**src/hdl/periph_bus_pkg.sv**
```systemverilog
package periph_bus_pkg;

   // host bus widths
   localparam int HID_ADDR_W = 18;
   localparam int HID_DATA_W = 64;
   localparam int HID_BE_W   = 8;

   // slot field sits in address bits 17..15
   localparam int SLOT_W = 3;

   localparam logic [SLOT_W-1:0] SLOT_MISC = 3'd2;   // led and dip slot
   localparam logic [SLOT_W-1:0] SLOT_UART = 3'd6;   // uart fifos and status

   // misc slot words
   localparam logic [3:0] MISC_LED_WORD = 4'd15;     // write word, addr 6..3
   localparam logic [4:0] MISC_DIP_WORD = 5'd31;     // read word, addr 7..3

   localparam logic [31:0] MISC_FILL = 32'hDEADBEEF; // unmapped misc reads

endpackage

```
**src/hdl/uart_pkg.sv**
```systemverilog
package uart_pkg;

   localparam int BAUD_W = 16;
   localparam logic [BAUD_W-1:0] BAUD_DEFAULT = 16'd54;   // msoc_clk cycles per bit

   localparam int FIFO_DEPTH = 16;
   localparam int CNT_W      = 12;                        // running push/pop counts

   typedef logic [7:0] uart_byte_t;

   // receive fifo entry, error flag above the byte
   typedef struct packed {
      logic       err;
      uart_byte_t data;
   } rx_entry_t;

   typedef enum logic [2:0] {
      UTX_IDLE,
      UTX_EMPTY,
      UTX_POP,
      UTX_START,
      UTX_INUSE
   } utx_state_t;

   // write operation in addr 13..12
   localparam logic [1:0] UART_OP_TX   = 2'd0;
   localparam logic [1:0] UART_OP_POP  = 2'd1;
   localparam logic [1:0] UART_OP_BAUD = 2'd2;

endpackage

```
**src/hdl/sync_fifo.sv**
```systemverilog
`timescale 1ns/1ps

module sync_fifo import uart_pkg::*;
#(
   parameter type payload_t = uart_byte_t,
   parameter int  DEPTH     = FIFO_DEPTH
)
(
   input  logic             msoc_clk,
   input  logic             rstn,
   input  logic             push_i,
   input  payload_t         din_i,
   input  logic             pop_i,
   output payload_t         dout_o,
   output logic             full_o,
   output logic             empty_o,
   output logic [CNT_W-1:0] wrcount_o,
   output logic [CNT_W-1:0] rdcount_o
);

   localparam int AW = $clog2(DEPTH);

   payload_t         mem [DEPTH];
   logic [CNT_W-1:0] wr_cnt_q, rd_cnt_q;
   logic [CNT_W-1:0] occ;
   logic             do_push, do_pop;

   assign occ     = wr_cnt_q - rd_cnt_q;      // counts wrap together
   assign full_o  = (occ == CNT_W'(DEPTH));
   assign empty_o = (occ == '0);
   assign do_push = push_i & ~full_o;         // dropped when full
   assign do_pop  = pop_i & ~empty_o;

   always_ff @(posedge msoc_clk or negedge rstn)
   begin
      if (!rstn)
      begin
         wr_cnt_q <= '0;
         rd_cnt_q <= '0;
      end
      else
      begin
         if (do_push)
            wr_cnt_q <= wr_cnt_q + 1'b1;
         if (do_pop)
            rd_cnt_q <= rd_cnt_q + 1'b1;
      end
   end

   always_ff @(posedge msoc_clk)
   begin
      if (do_push)
         mem[wr_cnt_q[AW-1:0]] <= din_i;
   end

   assign dout_o    = mem[rd_cnt_q[AW-1:0]];  // fall-through head
   assign wrcount_o = wr_cnt_q;
   assign rdcount_o = rd_cnt_q;

   a_occ_bound: assert property (@(posedge msoc_clk) disable iff (!rstn)
      occ <= CNT_W'(DEPTH));

endmodule

```
**src/hdl/uart_tx.sv**
```systemverilog
`timescale 1ns/1ps

module uart_tx import uart_pkg::*;
(
   input  logic              msoc_clk,
   input  logic              rstn,
   input  logic [BAUD_W-1:0] baud_i,
   input  logic              start_i,
   input  uart_byte_t        byte_i,
   output logic              tx_o,
   output logic              busy_o
);

   logic [BAUD_W-1:0] cnt_q;
   logic [3:0]        left_q;                   // bits still to go after the current one
   logic [8:0]        shift_q;                  // data then stop
   logic              bit_end;

   assign bit_end = busy_o && (cnt_q == '0);

   always_ff @(posedge msoc_clk or negedge rstn)
   begin
      if (!rstn)
      begin
         tx_o   <= 1'b1;                         // line idles high
         busy_o <= 1'b0;
         cnt_q  <= '0;
         left_q <= '0;
      end
      else if (!busy_o)
      begin
         if (start_i)
         begin
            tx_o   <= 1'b0;                      // start bit
            busy_o <= 1'b1;
            cnt_q  <= baud_i - 1'b1;
            left_q <= 4'd9;
         end
      end
      else if (!bit_end)
         cnt_q <= cnt_q - 1'b1;
      else if (left_q == '0)
         busy_o <= 1'b0;                         // stop bit done
      else
      begin
         tx_o   <= shift_q[0];
         cnt_q  <= baud_i - 1'b1;
         left_q <= left_q - 1'b1;
      end
   end

   always_ff @(posedge msoc_clk)
   begin
      if (!busy_o && start_i)
         shift_q <= {1'b1, byte_i};
      else if (bit_end)
         shift_q <= {1'b1, shift_q[8:1]};        // lsb first
   end

endmodule

```
**src/hdl/uart_rx.sv**
```systemverilog
`timescale 1ns/1ps

module uart_rx import uart_pkg::*;
(
   input  logic              msoc_clk,
   input  logic              rstn,
   input  logic [BAUD_W-1:0] baud_i,
   input  logic              rx_i,
   output logic              valid_o,
   output uart_byte_t        byte_o,
   output logic              err_o
);

   logic [2:0]        samp_q;                   // majority window
   logic              maj, maj_prev_q;
   logic              active_q;
   logic [BAUD_W-1:0] cnt_q;
   logic [3:0]        idx_q;                    // 0 start, 1..8 data, 9 stop
   logic              mid_bit;

   assign maj = (samp_q[0] & samp_q[1]) | (samp_q[0] & samp_q[2]) |
                (samp_q[1] & samp_q[2]);
   assign mid_bit = active_q && (cnt_q == '0);

   always_ff @(posedge msoc_clk or negedge rstn)
   begin
      if (!rstn)
      begin
         samp_q     <= 3'b111;
         maj_prev_q <= 1'b1;
         active_q   <= 1'b0;
         cnt_q      <= '0;
         idx_q      <= '0;
         valid_o    <= 1'b0;
      end
      else
      begin
         samp_q     <= {samp_q[1:0], rx_i};
         maj_prev_q <= maj;
         valid_o    <= 1'b0;
         if (!active_q)
         begin
            if (maj_prev_q && !maj)              // falling edge, start bit
            begin
               active_q <= 1'b1;
               cnt_q    <= baud_i >> 1;
               idx_q    <= '0;
            end
         end
         else if (!mid_bit)
            cnt_q <= cnt_q - 1'b1;
         else
         begin
            cnt_q <= baud_i - 1'b1;
            idx_q <= idx_q + 1'b1;
            if ((idx_q == 4'd0) && maj)
               active_q <= 1'b0;                 // glitch, not a start bit
            else if (idx_q == 4'd9)
            begin
               active_q <= 1'b0;
               valid_o  <= 1'b1;
            end
         end
      end
   end

   always_ff @(posedge msoc_clk)
   begin
      if (mid_bit && (idx_q >= 4'd1) && (idx_q <= 4'd8))
         byte_o <= {maj, byte_o[7:1]};
      if (mid_bit && (idx_q == 4'd9))
         err_o <= ~maj;                          // stop bit low
   end

endmodule

```
**src/hdl/uart_regs.sv**
```systemverilog
`timescale 1ns/1ps

module uart_regs import periph_bus_pkg::*, uart_pkg::*;
(
   input  logic                  msoc_clk,
   input  logic                  rstn,
   input  logic                  uart_sel_i,
   input  logic [HID_BE_W-1:0]   hid_we_i,
   input  logic [HID_ADDR_W-1:0] hid_addr_i,
   input  logic [HID_DATA_W-1:0] hid_wrdata_i,
   output logic [HID_DATA_W-1:0] rdata_o,
   output logic                  tx_push_o,
   output uart_byte_t            tx_data_o,
   output logic                  tx_pop_o,
   input  uart_byte_t            tx_head_i,
   input  logic                  tx_full_i,
   input  logic                  tx_empty_i,
   input  logic [CNT_W-1:0]      tx_wrcount_i,
   input  logic [CNT_W-1:0]      tx_rdcount_i,
   output logic                  rx_pop_o,
   input  rx_entry_t             rx_head_i,
   input  logic                  rx_full_i,
   input  logic                  rx_empty_i,
   input  logic [CNT_W-1:0]      rx_wrcount_i,
   input  logic [CNT_W-1:0]      rx_rdcount_i,
   output logic [BAUD_W-1:0]     baud_o,
   output logic                  tx_start_o,
   output uart_byte_t            tx_byte_o,
   input  logic                  tx_busy_i,
   output logic                  irq_o
);

   localparam int PAD = 16 - CNT_W;

   logic       wr_en;
   logic [1:0] op;
   utx_state_t state_q, state_d;
   uart_byte_t tx_byte_q;

   assign wr_en     = uart_sel_i & (|hid_we_i) & hid_addr_i[14];
   assign op        = hid_addr_i[13:12];
   assign tx_push_o = wr_en && (op == UART_OP_TX);
   assign tx_data_o = hid_wrdata_i[7:0];
   assign rx_pop_o  = wr_en && (op == UART_OP_POP);
   assign irq_o     = ~rx_empty_i;             // level while rx data waits

   always_ff @(posedge msoc_clk or negedge rstn)
   begin
      if (!rstn)
      begin
         baud_o  <= BAUD_DEFAULT;
         state_q <= UTX_IDLE;
      end
      else
      begin
         state_q <= state_d;
         if (wr_en && (op == UART_OP_BAUD))
            baud_o <= hid_wrdata_i[BAUD_W-1:0];
      end
   end

   always_comb
   begin
      state_d = state_q;
      case (state_q)
         UTX_IDLE:  state_d = UTX_EMPTY;
         UTX_EMPTY: if (!tx_empty_i) state_d = UTX_POP;
         UTX_POP:   state_d = UTX_START;
         UTX_START: state_d = UTX_INUSE;
         UTX_INUSE: if (!tx_busy_i) state_d = UTX_IDLE;
         default:   state_d = UTX_IDLE;
      endcase
   end

   always_ff @(posedge msoc_clk)
   begin
      if (state_q == UTX_POP)
         tx_byte_q <= tx_head_i;               // head still valid before the pop lands
   end

   assign tx_pop_o   = (state_q == UTX_POP);
   assign tx_start_o = (state_q == UTX_START);
   assign tx_byte_o  = tx_byte_q;

   // bit 14 low is the old keyboard window
   always_comb
   begin
      if (!hid_addr_i[14])
         rdata_o = '0;
      else if (hid_addr_i[13])
         rdata_o = {{PAD{1'b0}}, tx_wrcount_i, {PAD{1'b0}}, tx_rdcount_i,
                    {PAD{1'b0}}, rx_wrcount_i, {PAD{1'b0}}, rx_rdcount_i};
      else
         rdata_o = {{(HID_DATA_W-3-$bits(rx_entry_t)){1'b0}},
                    rx_full_i, tx_full_i, rx_empty_i, rx_head_i};
   end

   a_pop_nonempty: assert property (@(posedge msoc_clk) disable iff (!rstn)
      tx_pop_o |-> !tx_empty_i);

endmodule

```
**src/hdl/periph_decode.sv**
```systemverilog
`timescale 1ns/1ps

module periph_decode import periph_bus_pkg::*;
(
   input  logic                  msoc_clk,
   input  logic                  rstn,
   input  logic                  hid_en_i,
   input  logic [HID_BE_W-1:0]   hid_we_i,
   input  logic [HID_ADDR_W-1:0] hid_addr_i,
   input  logic [HID_DATA_W-1:0] hid_wrdata_i,
   input  logic [15:0]           from_dip_i,
   input  logic [HID_DATA_W-1:0] uart_rdata_i,
   output logic                  uart_sel_o,
   output logic [HID_DATA_W-1:0] hid_rddata_o,
   output logic [7:0]            to_led_o
);

   localparam int NSLOT = 2 ** SLOT_W;

   logic [SLOT_W-1:0]     slot;
   logic [NSLOT-1:0]      slot_hit;                  // one-hot, address only
   logic                  led_wr;
   logic [15:0]           dip_q;
   logic [HID_DATA_W-1:0] misc_rdata;
   logic [HID_DATA_W-1:0] slot_rdata [NSLOT];

   assign slot       = hid_addr_i[HID_ADDR_W-1 -: SLOT_W];
   assign slot_hit   = NSLOT'(1) << slot;
   assign uart_sel_o = hid_en_i & slot_hit[SLOT_UART];
   assign led_wr     = hid_en_i & (|hid_we_i) & slot_hit[SLOT_MISC] &
                       (hid_addr_i[6:3] == MISC_LED_WORD);

   always_ff @(posedge msoc_clk or negedge rstn)
   begin
      if (!rstn)
      begin
         to_led_o <= '0;
         dip_q    <= '0;
      end
      else
      begin
         dip_q <= from_dip_i;                        // one cycle behind the pins
         if (led_wr)
            to_led_o <= hid_wrdata_i[7:0];
      end
   end

   assign misc_rdata = (hid_addr_i[7:3] == MISC_DIP_WORD) ?
                       {{(HID_DATA_W-16){1'b0}}, dip_q} :
                       {{(HID_DATA_W-32){1'b0}}, MISC_FILL};

   // read merge, slots without a peripheral read zero
   always_comb
   begin
      slot_rdata = '{default: '0};
      slot_rdata[SLOT_MISC] = misc_rdata;
      slot_rdata[SLOT_UART] = uart_rdata_i;
      hid_rddata_o = '0;
      for (int i = 0; i < NSLOT; i++)
      begin
         if (slot_hit[i])
            hid_rddata_o = hid_rddata_o | slot_rdata[i];
      end
   end

endmodule

```
**src/hdl/periph_soc_top.sv**
```systemverilog
`timescale 1ns/1ps

module periph_soc_top import periph_bus_pkg::*, uart_pkg::*;
(
   input  logic                  msoc_clk,
   input  logic                  rstn,
   input  logic                  hid_en_i,
   input  logic [HID_BE_W-1:0]   hid_we_i,
   input  logic [HID_ADDR_W-1:0] hid_addr_i,
   input  logic [HID_DATA_W-1:0] hid_wrdata_i,
   output logic [HID_DATA_W-1:0] hid_rddata_o,
   input  logic                  uart_rx_i,
   output logic                  uart_tx_o,
   output logic                  uart_irq_o,
   output logic [7:0]            to_led_o,
   input  logic [15:0]           from_dip_i
);

   logic                  uart_sel;
   logic [HID_DATA_W-1:0] uart_rdata;
   logic [BAUD_W-1:0]     baud;

   logic                  tx_push, tx_pop, tx_full, tx_empty;
   uart_byte_t            tx_din, tx_head, tx_byte;
   logic [CNT_W-1:0]      tx_wrcount, tx_rdcount;
   logic                  tx_start, tx_busy;

   logic                  rx_pop, rx_full, rx_empty;
   rx_entry_t             rx_din, rx_head;
   logic [CNT_W-1:0]      rx_wrcount, rx_rdcount;
   logic                  rx_valid, rx_err;
   uart_byte_t            rx_byte;

   assign rx_din.err  = rx_err;
   assign rx_din.data = rx_byte;

   periph_decode u_decode (
      .msoc_clk(msoc_clk), .rstn(rstn),
      .hid_en_i(hid_en_i), .hid_we_i(hid_we_i), .hid_addr_i(hid_addr_i),
      .hid_wrdata_i(hid_wrdata_i), .from_dip_i(from_dip_i), .uart_rdata_i(uart_rdata),
      .uart_sel_o(uart_sel), .hid_rddata_o(hid_rddata_o), .to_led_o(to_led_o)
   );

   uart_regs u_regs (
      .msoc_clk(msoc_clk), .rstn(rstn),
      .uart_sel_i(uart_sel), .hid_we_i(hid_we_i), .hid_addr_i(hid_addr_i),
      .hid_wrdata_i(hid_wrdata_i), .rdata_o(uart_rdata),
      .tx_push_o(tx_push), .tx_data_o(tx_din), .tx_pop_o(tx_pop), .tx_head_i(tx_head),
      .tx_full_i(tx_full), .tx_empty_i(tx_empty),
      .tx_wrcount_i(tx_wrcount), .tx_rdcount_i(tx_rdcount),
      .rx_pop_o(rx_pop), .rx_head_i(rx_head), .rx_full_i(rx_full), .rx_empty_i(rx_empty),
      .rx_wrcount_i(rx_wrcount), .rx_rdcount_i(rx_rdcount),
      .baud_o(baud), .tx_start_o(tx_start), .tx_byte_o(tx_byte), .tx_busy_i(tx_busy),
      .irq_o(uart_irq_o)
   );

   sync_fifo #(.payload_t(uart_byte_t), .DEPTH(FIFO_DEPTH)) u_tx_fifo (
      .msoc_clk(msoc_clk), .rstn(rstn),
      .push_i(tx_push), .din_i(tx_din), .pop_i(tx_pop), .dout_o(tx_head),
      .full_o(tx_full), .empty_o(tx_empty), .wrcount_o(tx_wrcount), .rdcount_o(tx_rdcount)
   );

   sync_fifo #(.payload_t(rx_entry_t), .DEPTH(FIFO_DEPTH)) u_rx_fifo (
      .msoc_clk(msoc_clk), .rstn(rstn),
      .push_i(rx_valid), .din_i(rx_din), .pop_i(rx_pop), .dout_o(rx_head),
      .full_o(rx_full), .empty_o(rx_empty), .wrcount_o(rx_wrcount), .rdcount_o(rx_rdcount)
   );

   uart_tx u_tx (
      .msoc_clk(msoc_clk), .rstn(rstn), .baud_i(baud), .start_i(tx_start),
      .byte_i(tx_byte), .tx_o(uart_tx_o), .busy_o(tx_busy)
   );

   uart_rx u_rx (
      .msoc_clk(msoc_clk), .rstn(rstn), .baud_i(baud), .rx_i(uart_rx_i),
      .valid_o(rx_valid), .byte_o(rx_byte), .err_o(rx_err)
   );

endmodule

```
**config.mk**
```make
export PLATFORM = sky130hd
export DESIGN_NAME = periph_soc_top
export DESIGN_NICKNAME = d
export VERILOG_FILES = /design/src/hdl/periph_bus_pkg.sv /design/src/hdl/uart_pkg.sv /design/src/hdl/sync_fifo.sv /design/src/hdl/uart_tx.sv /design/src/hdl/uart_rx.sv /design/src/hdl/uart_regs.sv /design/src/hdl/periph_decode.sv /design/src/hdl/periph_soc_top.sv
export SDC_FILE = /design/constraint.sdc
export NUM_CORES = 1
export LEC_CHECK = 0
export ABC_AREA = 0
export BUFFER_PORTS_ARGS = -buffer_cell sky130_fd_sc_hd__buf_2
export CAP_MARGIN = 20
export CELL_PAD_IN_SITES_DETAIL_PLACEMENT = 0
export CELL_PAD_IN_SITES_GLOBAL_PLACEMENT = 1
export CORE_MARGIN = 4
export CORE_UTILIZATION = 40
export CTS_BUF_LIST = sky130_fd_sc_hd__clkbuf_4
export DETAILED_ROUTE_END_ITERATION = 8
export MAX_ROUTING_LAYER = met4
export PLACE_DENSITY = 0.63
export SYNTH_ARGS = -nofsm -noshare
export SYNTH_HDL_FRONTEND = slang
export SYNTH_HIERARCHICAL = 1
export SYNTH_SLANG_ARGS = --single-unit
```
**constraint.sdc**
```tcl
create_clock -name msoc_clk -period 6.66 [get_ports msoc_clk]
set_input_delay 0.666 -clock msoc_clk [delete_from_list [all_inputs] [get_ports msoc_clk]]
set_output_delay 0.666 -clock msoc_clk [all_outputs]
set_load 0.1 [all_outputs]
```
# Word level (Yosys, flattened, before mapping)
# Memories as Yosys holds them, arrays and structs flattened. A register that Yosys moved wholly into a read port is not among the register bits.
# Index checks and enable logic that the tools add are counted.
# op_classes
shift	1
mux	45
bitwise	21
n_eq_ne	17
n_div	0
reduce_logical	29
n_addsub	11
multipliers	0
order_cmp	2
# op_table
op	n
two-way mux 64 bit	3
two-way mux 16 bit	7
OR 64 bit	1
two-way mux 60 bit	1
adder 12 x 1 -> 12 bit (second input constant)	4
subtractor 16 x 1 -> 16 bit (second input constant)	3
logical NOT 16 bit	2
two-way mux 32 bit	1
two-way mux 4 bit	7
== test 12 x 5 -> 1 bit (second input constant)	2
logical NOT 12 bit	2
subtractor 12 bit	2
two-way mux 1 bit	21
two-way mux 8 bit	2
one-hot mux 3 bit (5 select lines)	1
bitwise AND 1 bit	13
logical AND 1 bit	11
inequality test 2 bit (second input constant)	5
== test 4 bit (second input constant)	2
logical NOT 4 bit	2
OR reduction 8 bit	1
left shift 1 x 3 -> 7 bit (first input constant)	1
== test 3 x 2 -> 1 bit (second input constant)	2
two-way mux 3 bit	2
18 further kinds	28
# word_totals
ram_bits	272
ff_bits	156
n_memories	2
elab_cells	149
rom_bits	0
latch_bits	0
inputBits	110
out_inout_bits	74
# memory_table
memory	depth	width	rd	rd_clocked_by_memory_dff	wr	line_no	text
u_rx_fifo.mem	16	9	1	0	1	sync_fifo.sv:23	payload_t mem [DEPTH];
u_tx_fifo.mem	16	8	1	1	1	sync_fifo.sv:23	

# Depth between registers and ports, before layout
# Gate-level depths: netlist (run 1).
# depth
depth_word	8
depth_mapped	15
mapped_depth_nobuf	13

# By module
# Netlist (run 1), hierarchy kept.
# modules_own_cells
module	seq_area_each_um2	area_per_inst_um2	n_inst	cells_each
sync_fifo (u_rx_fifo)	4924.7	7231.9	1	400
sync_fifo (u_tx_fifo)	4444.3	6765.2	1	394
uart_rx	925.9	2207.1	1	223
uart_tx	792.0	1971.9	1	199
uart_regs	720.7	1755.4	1	159
periph_decode	600.6	1355.0	1	145

# Least setup slack after synthesis (run 1)
# Ideal clock, no wire load.
# synth_timing
kind	reg-to-output
startpoint	reg u_rx_fifo.rd_cnt_q[1] (netlist: u_rx_fifo/rdcount_o[1])
endpoint	out hid_rddata_o[9]
path_stages_with_launch	16
required_ps	5994
n_path_buf	2
t_arrival_ps	4478
path_slack_ps	1516
cell_sequence	dfrtp_1 -> clkbuf_1 -> buf_1 -> inv_1 -> ha_1 -> nor2b_4 -> o211a_4 -> o21ai_0 -> nor3_1 -> a311o_1 -> or3_1 -> nor4_1 -> mux2i_1 -> nor2b_1 -> nand2_1 -> o21ai_0
# synth_between
elab_chain_len	6
# synth_rtl
element	line_no	text
start, declared	sync_fifo.sv:24	logic [CNT_W-1:0] wr_cnt_q, rd_cnt_q;
start signal, assigned	sync_fifo.sv:46	rd_cnt_q <= rd_cnt_q + 1'b1;
subtractor 12 bit	sync_fifo.sv:28	assign occ = wr_cnt_q - rd_cnt_q;
logical NOT 12 bit	sync_fifo.sv:30	assign empty_o = (occ == '0);
named net rx_empty	periph_soc_top.sv:28	logic rx_pop, rx_full, rx_empty;
two-way mux 60 bit	uart_regs.sv:90	else if (hid_addr_i[13])
two-way mux 64 bit	uart_regs.sv:88	if (!hid_addr_i[14])
named net uart_rdata[9]	periph_soc_top.sv:20	logic [HID_DATA_W-1:0] uart_rdata;
OR 64 bit	periph_decode.sv:62	hid_rddata_o = hid_rddata_o | slot_rdata[i];
two-way mux 64 bit	periph_decode.sv:61	if (slot_hit[i])
end, declared	periph_soc_top.sv:11	output logic [HID_DATA_W-1:0] hid_rddata_o,
# The timed path passes the listed nets, and every way through them passes these cells.

# Worst setup path after layout (run 1)
# layout_timing
startpoint	reg u_tx_fifo.rd_cnt_q[3] (netlist: u_tx_fifo/rdcount_o[3])
endpoint	out hid_rddata_o[10]
# layout_between
elab_chain_len	6
# layout_rtl
element	line_no	text
start, declared	sync_fifo.sv:24	
start signal, assigned	sync_fifo.sv:46	
subtractor 12 bit	sync_fifo.sv:28	
== test 12 x 5 -> 1 bit	sync_fifo.sv:29	assign full_o = (occ == CNT_W'(DEPTH));
named net tx_full	periph_soc_top.sv:23	logic tx_push, tx_pop, tx_full, tx_empty;
two-way mux 60 bit	uart_regs.sv:90	
two-way mux 64 bit	uart_regs.sv:88	
named net uart_rdata[10]	periph_soc_top.sv:20	
OR 64 bit	periph_decode.sv:62	
two-way mux 64 bit	periph_decode.sv:61	
# The timed path passes the listed nets, and every way through them passes these cells.

==> impl_metrics.json, run 1 <==
{
  "io-pin-count": 184,
  "drt_iter0_markers": 1069,
  "reg2reg_to": "u_tx_fifo/mem[13][5]",
  "gr-total-overflow": 0,
  "synth-seq-cells": 436,
  "yosysUniqueCellTypes": 105,
  "hold-path-endpoint": "u_tx_fifo/mem[8][7]",
  "fin_ws_ns": 0.442,
  "ys_seq_area_frac": 0.583,
  "synthArstFlopShare": 0.319,
  "syn_inst": 1520,
  "vias": 13875,
  "critPathBufInv": 2,
  "grt_pass1_vias": 13908,
  "cts_buffer_depth": 3,
  "path_class": "flop to output pin",
  "fmax_mhz": 161,
  "place_ws_ns": 1.30,
  "nets": 1880,
  "vias_per_cell": 5.52,
  "maxSlewHeadroom": 0.219,
  "path_cells": "inv_1 -> ha_1 -> xor2_1 -> nor4_1 -> o22ai_1 -> a2111oi_0 -> or4b_4 -> nor4_1 -> mux2i_1 -> nor2b_1 -> nand2_1 -> o21ai_0 -> buf_2",
  "holdBufCountCts": 26,
  "synth-edff-count": 297,
  "cts_num_sinks": 436,
  "root_buffer": "clkbuf_4",
  "htreeDepth": 3,
  "cpMostUsedCell": "nor4_1",
  "fin_worst_skew_ns": 0.0570,
  "critical_path.top_delay_family": "simple AND/OR/NAND/NOR gates",
  "floorplan.core_area_sq_um": 52700,
  "hold_start": "hid_wrdata_i[7]",
  "cellLeakagePower_nw": 9.36,
  "io_buffer_count": 119,
  "setup_violations": 0,
  "finalSetupTns_ns": 0,
  "outcome": "complete, no violations",
  "die_x_microns": 239,
  "first_pass_iters": 5,
  "cap_violations": 0,
  "antenna_found_initial": 3,
  "hold_path_class": "input pin to flop",
  "initial_utilization": 0.404,
  "worst-path-max-fanout": 10,
  "area_growth_pct": 14.2,
  "die_area_sq_um": 57000,
  "finalHoldViolCount": 0,
  "r2r-start": "u_tx_fifo/rdcount_o[3]",
  "synth_area_sq_um": 21300,
  "period_needed_ns": 6.22,
  "hold_depth": 1,
  "groute.usage.overall": 0.194,
  "drive_above_1_share": 0.287,
  "clk_pin_slew_ns": 0.07,
  "layout_common_cells": "edfxtp_1, clkbuf_4, dfrtp_1",
  "slowest_stage": "nor4_1",
  "critPathCaptureType": "output pin",
  "post-route-period-util": 0.934,
  "synth.avg_cell_area_sq_um": 14.0,
  "grt_pass1_wl_microns": 82700,
  "routed_wl_microns": 53700,
  "synthFlopType": "edfxtp_1",
  "worstSetupStartpointType": "flop",
  "max_slew.worst_pin.slew_ns": 1.16,
  "whs_ns": 0.212,
  "cts_tree": "done",
  "ir_drop_v": 0.000148,
  "rrSetupSlack_ns": 2.03,
  "cp_slowest_stage_delay_ns": 0.68,
  "reg2reg_depth": 12,
  "cp.required_ns": 5.99,
  "cts_setup_buffers": 0,
  "power_density_nw_per_um2": 295,
  "hpwl_microns": 34600,
  "gp_congestion": 0.832,
  "worst_skew_pair.late_latency_ns": 0.88,
  "rsz0062_at_grt": "no",
  "critPathArrivalTime_ns": 5.55,
  "drt-wirelength-per-cell_microns": 21.4,
  "fp.dieH_microns": 239,
  "grt_max_degree": 76,
  "yosysWarnings": 6,
  "finalMaxSlewViolations": 0,
  "num-fill-cells": 4782,
  "final_common_cell": "edfxtp_1",
  "cts_resized": 0,
  "final_core_utilization": 0.462,
  "ant_nets": 0,
  "drc": 0,
  "cts_buffers": 118,
  "fp-row-count": 84
}
-- stage by stage --
step	instance area, sq um	total power [W]	instances
after global placement	22500	0.00482	2272
after global routing	24300	0.00759	2513
after floorplan	21300	0.00445	1535
after detailed placement	22500	0.00483	2272
final	24300	0.00717	2513
after CTS	24300	0.00728	2507
-- power by group --
group          internal [W]  total, W  switching [W]
Clock               0.00127   0.00239        0.00112
Sequential          0.00305   0.00325       0.000202
Combinational      0.000717   0.00152       0.000803
Total               0.00504   0.00717        0.00213
-- Yosys cell counts (39+ instances only) --
| cell type | count | area, sq um |
|---|---|---|
| mux4_2 | 85 | 1910 |
| and3_1 | 61 | 382 |
| nor2_1 | 55 | 206 |
| clkbuf_1 | 42 | 158 |
| nor3_1 | 51 | 255 |
| xnor2_1 | 48 | 420 |
| dfrtp_1 | 130 | 3250 |
| edfxtp_1 | 297 | 8920 |
| and2_1 | 45 | 282 |
| nand2_1 | 60 | 225 |
| inv_1 | 50 | 188 |
| ha_1 | 39 | 488 |
-- worst register-to-register path: stages, from the launching register on --
cell	delay (ns)
dfrtp_1	0.65
inv_1	0.20
ha_1	0.41
xor2_1	0.20
nor4_1	0.33
o22ai_1	0.14
a2111oi_0	0.41
or4b_4	0.56
nor4_2	0.42
clkbuf_4	0.31
nand2b_1	0.39
nor3_1	0.15
buf_4	0.21
-- state kept, by name (all words and copies together), names as in the netlist, 8 cells and up --
name,flops
u_rx_fifo/wrcount_o,12
u_tx/cnt_q,16
u_rx_fifo/rdcount_o,12
u_tx/shift_q,8
u_rx_fifo/mem,144
u_rx/cnt_q,16
u_tx_fifo/mem,128
u_decode/to_led_o,8
u_decode/dip_q,16
u_rx/byte_o,8
u_regs/baud_o,16
u_tx_fifo/wrcount_o,12
u_regs/tx_byte_o,8
u_tx_fifo/rdcount_o,12
-- cell families after synthesis --
logic type                 count (synthesis)  share of synthesized area
muxes                                    146                      0.123
xor gates and xnor gates                  74                     0.0308
buffers and inverters                    148                     0.0336
other                                      1                   0.000176
and+or+nand+nor                          462                      0.130
adders and majority gates                 40                     0.0234
DFF                                      436                      0.583
AOI/OAI and AO/OA                        213                     0.0760
-- per-layer routing --
| layer | track usage | vias to the layer above | part of all wire |
|---|---|---|---|
| li1 | - | 6370 | - |
| met1 | 0.261 | 7080 | 0.45 |
| met2 | 0.303 | 366 | 0.48 |
| met3 | 0.0396 | 59 | 0.055 |
| met4 | 0.0521 | 0 | 0.015 |
| met5 | - | - | 0 |
-- layout make-up --
class / count / area, sq um / share of cell area
inverter: 51 / 191 / 0.00787
antenna: 5 / 12.5 / 0.000515
sequential: 436 / 12400 / 0.510
timing repair buffer: 173 / 1070 / 0.0441
tap: 688 / 861 / 0.0354
multi-input combinational: 951 / 8240 / 0.339
clock inverter: 28 / 166 / 0.00684
clock buffer: 181 / 1360 / 0.0559
-- worst max path at each step --
stage	endpoint	from	cells past startpoint	slack, ns
global route	hid_rddata_o[10]	u_tx_fifo/rdcount_o[2]	12	0.03
floorplan	hid_rddata_o[9]	u_rx_fifo/rdcount_o[1]	15	1.52
CTS	hid_rddata_o[10]	u_tx_fifo/rdcount_o[3]	13	0.32
detailed placement	hid_rddata_o[10]	u_tx_fifo/rdcount_o[3]	13	1.30
finish	hid_rddata_o[10]	u_tx_fifo/rdcount_o[3]	13	0.44
global placement	hid_rddata_o[10]	u_tx_fifo/rdcount_o[3]	13	1.36
Note: power is estimated with default switching activity, not from simulation.
==> run 2, diff against run 1 <==
--- a/constraint.sdc
+++ b/constraint.sdc
@@ -3,2 +3,2 @@
 set_output_delay 0.666 -clock msoc_clk [all_outputs]
-set_load 0.1 [all_outputs]
+set_load 0.05 [all_outputs]
==> run 2 against run 1 <==
Compared with the run above: final cell count stayed put; final area hardly changed; worst setup slack better by 0.24 ns; sequential share of layout area hardly changed; combinational power is 3% lower; power is 0.98% lower; routed wire length is 0.40% lower; largest power group unchanged; highest routed layer unchanged.
==> impl_metrics.json, run 2 (synthesis gave the netlist of run 1 again) <==
{
  "post-route-period-util": 0.898,
  "max_slew.worst_pin.slew_ns": 1.03,
  "finalMaxSlewViolations": 0,
  "period_needed_ns": 5.98,
  "place_ws_ns": 1.53,
  "grt_max_degree": 75,
  "worst_skew_pair.late_latency_ns": 0.91,
  "routed_wl_microns": 53500,
  "path_cells": "inv_1 -> ha_1 -> a21o_1 -> o21ai_0 -> nor3_1 -> a311o_1 -> or3_1 -> nor4_1 -> mux2i_1 -> nor2b_1 -> nand2_1 -> o21ai_0 -> buf_2",
  "cts_buffer_depth": 3,
  "htreeDepth": 3,
  "place_area_sq_um": 22500,
  "fp-row-count": 84,
  "drive_above_1_share": 0.283,
  "critPathBufInv": 2,
  "vias": 13786,
  "largest_reg_flops": 144,
  "clk_pin_slew_ns": 0.07,
  "drt-wirelength-per-cell_microns": 21.3,
  "fin_ws_ns": 0.682,
  "finalHoldViolCount": 0,
  "ir_drop_v": 0.000129,
  "vias_per_cell": 5.49,
  "cpMostUsedCell": "o21ai_0",
  "ant_nets": 0,
  "finalInstanceArea_sq_um": 24300,
  "drt_iter0_markers": 1128,
  "p_int_w": 0.00501,
  "first_pass_iters": 5,
  "cap_violations": 0,
  "path_class": "flop to output pin",
  "critical_path.top_delay_family": "simple AND/OR/NAND/NOR gates",
  "hold_path_class": "input pin to flop",
  "gr-total-overflow": 0,
  "power.share.clock": 0.334,
  "gp_congestion": 0.835,
  "power_density_nw_per_um2": 292,
  "hpwl_microns": 34700,
  "cts_resized": 0,
  "grt_pass1_vias": 13917,
  "combPwrFrac": 0.208,
  "cts_tree": "done",
  "outcome": "complete, no violations",
  "floorplan.core_area_sq_um": 52700,
  "critPathArrivalTime_ns": 5.31,
  "switchingPower_w": 0.00209,
  "root_buffer": "clkbuf_4",
  "io_buffer_count": 119,
  "fmax_mhz": 167,
  "initial_utilization": 0.404,
  "fp.dieH_microns": 239,
  "cp.required_ns": 5.99,
  "final_common_cell": "edfxtp_1",
  "setup_violations": 0,
  "rsz0062_at_grt": "no",
  "worst-path-max-fanout": 13,
  "fin_worst_skew_ns": 0.0981,
  "drc": 0,
  "cts_num_sinks": 436,
  "critPathCaptureType": "output pin",
  "holdBufCountCts": 26,
  "worstSetupStartpointType": "flop",
  "cellLeakagePower_nw": 9.35,
  "area_growth_pct": 14.1,
  "maxSlewHeadroom": 0.304,
  "grt_pass1_wl_microns": 82500,
  "antenna_found_initial": 1,
  "die_x_microns": 239,
  "swShare": 0.294,
  "nets": 1876,
  "slowest_stage": "dfrtp_1",
  "groute.usage.overall": 0.194,
  "layout_common_cells": "edfxtp_1, clkbuf_4, dfrtp_1",
  "cp_slowest_stage_delay_ns": 0.83,
  "finalSetupTns_ns": 0,
  "io-pin-count": 184,
  "cts_buffers": 115,
  "cts_setup_buffers": 0,
  "die_area_sq_um": 57000,
  "seqPwrFrac": 0.459
}
[run 2: cell types whose count changed in the layout (fill, tap and decap cells not counted), sizes merged]
cell / before / now
diode: 5 / 2
clkbuf: 182 / 174
clkinvlp: 1 / 0
inv: 52 / 53
clkinv: 25 / 36
[run 2: power by group through the flow]
stage	clock network, W	registers, W	logic, W
2_1_floorplan	0	0.00325	0.00115
4_1_cts	0.00247	0.00325	0.00149
3_5_place_dp	0	0.00330	0.00148
5_1_grt	0.00262	0.00328	0.00162
3_3_place_gp	0	0.00330	0.00146
6_report	0.00237	0.00325	0.00147
[run 2: per-layer routing]
layer	GRT usage	share of wire	vias to the layer above
li1	-	-	6352
met5	-	0	-
met4	0.0646	0.020	0
met3	0.0366	0.058	74
met1	0.261	0.45	6977
met2	0.301	0.48	383
[run 2: worst paths after layout]
kind,start,to,slack [ns],depth (start not counted)
max,u_rx_fifo/rdcount_o[3],hid_rddata_o[9],0.68,13
min,hid_wrdata_i[7],u_tx_fifo/mem[7][7],0.21,1
max reg2reg,u_rx_fifo/rdcount_o[3],u_rx_fifo/mem[13][0],2.30,10
min reg2reg,u_rx/samp_q[1],u_rx/samp_q[2],0.37,0
max in group asynchronous,rstn,u_rx_fifo/rdcount_o[0],4.79,3
min in group asynchronous,rstn,u_tx/busy_o,0.40,2
[run 2: final cells by class]
| class | instances | area [sq um] |
|---|---|---|
| Fill cell | 4736 | 28400 |
| Sequential cell | 436 | 12400 |
| Multi-Input combinational cell | 951 | 8240 |
| Clock buffer | 174 | 1310 |
| Timing Repair Buffer | 172 | 1060 |
| Tap cell | 688 | 861 |
| Clock inverter | 39 | 213 |
| Inverter | 51 | 191 |
| Antenna cell | 2 | 5.00 |
[run 2: metrics by stage]
step	hold slack [ns]	utilization	power (W)	std cells
after detailed placement	0.361	0.427	0.00478	2272
after CTS	0.118	0.461	0.00722	2511
final	0.205	0.461	0.00710	2513
after global routing	0.160	0.461	0.00752	2513
after floorplan	0.355	-	0.00440	1535
after global placement	0.356	0.427	0.00476	2272
==> run 3, diff against run 2 <==
- MAX_ROUTING_LAYER: met4 -> unset
- clock period: 6.66 -> 6.56 ns (I/O delays scaled with it)
==> run 3 against run 2 <==
Compared with the run above: clock power about the same; critical path depth unchanged; highest routed layer unchanged; largest power group unchanged; worst hold slack better by 0.033 ns; flip-flop and latch count stayed put; clock skew is 0.040 ns lower; first-iteration DRC count is 6.1% lower; combinational power about the same; sequential power grew 2%; final area is essentially flat; register-to-register slack lost 0.15 ns.
==> impl_metrics.json, run 3 (synthesis gave the netlist of run 1 again) <==
{
  "antenna_found_initial": 2,
  "largest_reg_flops": 144,
  "reg2reg_to": "u_tx_fifo/mem[13][5]",
  "cts_num_sinks": 436,
  "layout_common_cells": "edfxtp_1, clkbuf_4, dfrtp_1",
  "post-route-period-util": 0.905,
  "maxSlewHeadroom": 0.294,
  "drt_iter0_markers": 1059,
  "max_slew.worst_pin.slew_ns": 1.05,
  "switchingPower_w": 0.00211,
  "reg2reg_depth": 12,
  "cellLeakagePower_nw": 9.35,
  "hpwl_microns": 34800,
  "area_growth_pct": 14.1,
  "final_common_cell": "edfxtp_1",
  "initial_utilization": 0.404,
  "rrSetupSlack_ns": 2.15,
  "ant_nets": 0,
  "drc": 0,
  "groute.usage.overall": 0.189,
  "combPwrFrac": 0.208,
  "cts_setup_buffers": 0,
  "finalMaxSlewViolations": 0,
  "cts_resized": 0,
  "routed_wl_microns": 53900,
  "clk_pin_slew_ns": 0.07,
  "grt_pass1_wl_microns": 83000,
  "drive_above_1_share": 0.282,
  "cts_buffers": 117,
  "cap_violations": 0,
  "root_buffer": "clkbuf_4",
  "die_x_microns": 239,
  "gp_congestion": 0.824,
  "cts_tree": "done",
  "fp.dieH_microns": 239,
  "io-pin-count": 184,
  "critPathCaptureType": "output pin",
  "fmax_mhz": 168,
  "ir_drop_v": 0.000120,
  "place_area_sq_um": 22500,
  "critical_path.endpoint": "hid_rddata_o[9]",
  "worstSetupStartpointType": "flop",
  "rsz0062_at_grt": "no",
  "floorplan.core_area_sq_um": 52700,
  "cp.required_ns": 5.90,
  "vias_per_cell": 5.51,
  "grt_max_degree": 92,
  "holdBufCountCts": 26,
  "first_pass_iters": 5,
  "whs_ns": 0.238,
  "setup_violations": 0,
  "vias": 13845,
  "finalSetupTns_ns": 0,
  "period_needed_ns": 5.94,
  "r2r-start": "u_tx_fifo/rdcount_o[3]",
  "swShare": 0.294,
  "fin_worst_skew_ns": 0.0585,
  "worst-path-max-fanout": 11,
  "seqPwrFrac": 0.459,
  "p_int_w": 0.00509,
  "critPathArrivalTime_ns": 5.28,
  "finalHoldViolCount": 0,
  "power_density_nw_per_um2": 297,
  "crit_start": "u_rx_fifo/rdcount_o[2]",
  "cts_buffer_depth": 3,
  "io_buffer_count": 119,
  "grt_pass1_vias": 13970,
  "fp-row-count": 84,
  "path_class": "flop to output pin",
  "nets": 1879,
  "gr-total-overflow": 0,
  "drt-wirelength-per-cell_microns": 21.5,
  "power.share.clock": 0.333,
  "htreeDepth": 3,
  "hold_path_class": "input pin to flop",
  "finalInstanceArea_sq_um": 24300,
  "worst_skew_pair.late_latency_ns": 0.87,
  "die_area_sq_um": 57000,
  "outcome": "complete, no violations"
}
run 3: power groups by stage:
| stage | sequential [W] | clock (W) | combinational (W) |
|---|---|---|---|
| floorplan | 0.00330 | 0 | 0.00117 |
| global placement | 0.00335 | 0 | 0.00149 |
| detailed placement | 0.00336 | 0 | 0.00151 |
| CTS | 0.00330 | 0.00249 | 0.00152 |
| global route | 0.00333 | 0.00266 | 0.00166 |
| finish | 0.00330 | 0.00240 | 0.00150 |
run 3: worst max-delay path, stage by stage, from the launching register on:
cell	delay (ns)
dfrtp_1	0.45
inv_1	0.63
ha_1	0.40
o211a_4	0.18
o21ai_0	0.37
nor3_1	0.09
a311o_1	0.37
or3_1	0.39
nor4_1	0.81
mux2i_1	0.15
nor2b_1	0.14
nand2_1	0.06
o21ai_0	0.11
buf_2	0.30
run 3: metrics by stage:
step | util | worst slack, ns | power (W) | cells
after floorplan | - | 1.91 | 0.00447 | 1535
after global placement | 0.428 | 1.43 | 0.00484 | 2273
after detailed placement | 0.428 | 1.45 | 0.00487 | 2273
after CTS | 0.461 | 0.486 | 0.00732 | 2512
after global routing | 0.461 | 0.185 | 0.00765 | 2513
final | 0.461 | 0.623 | 0.00720 | 2514
run 3: how the worst min path moves through the flow:
stage / to / from / depth (start not counted)
finish: u_tx_fifo/mem[7][6] / hid_wrdata_i[6] / 1
global route: u_tx_fifo/mem[3][6] / hid_wrdata_i[6] / 1
CTS: u_tx_fifo/mem[7][6] / hid_wrdata_i[6] / 1
detailed placement: u_rx/samp_q[2] / u_rx/samp_q[1] / 0
global placement: u_rx/samp_q[2] / u_rx/samp_q[1] / 0
floorplan: u_rx/samp_q[2] / u_rx/samp_q[1] / 0
run 3: per-layer routing:
metal  vias up  GRT usage  wire [microns]
met3        81     0.0369            3090
met5         -          0               0
li1       6350          -               -
met4         0     0.0521            1070
met2       392      0.303           25500
met1      7022      0.267           24300
run 3: area by class of cell:
cell class,count,area (sq um)
Multi-Input combinational cell,951,8240
Fill cell,4750,28400
Sequential cell,436,12400
Antenna cell,2,5.00
Clock inverter,37,181
Tap cell,688,861
Timing Repair Buffer,173,1070
Clock buffer,176,1320
Inverter,51,191
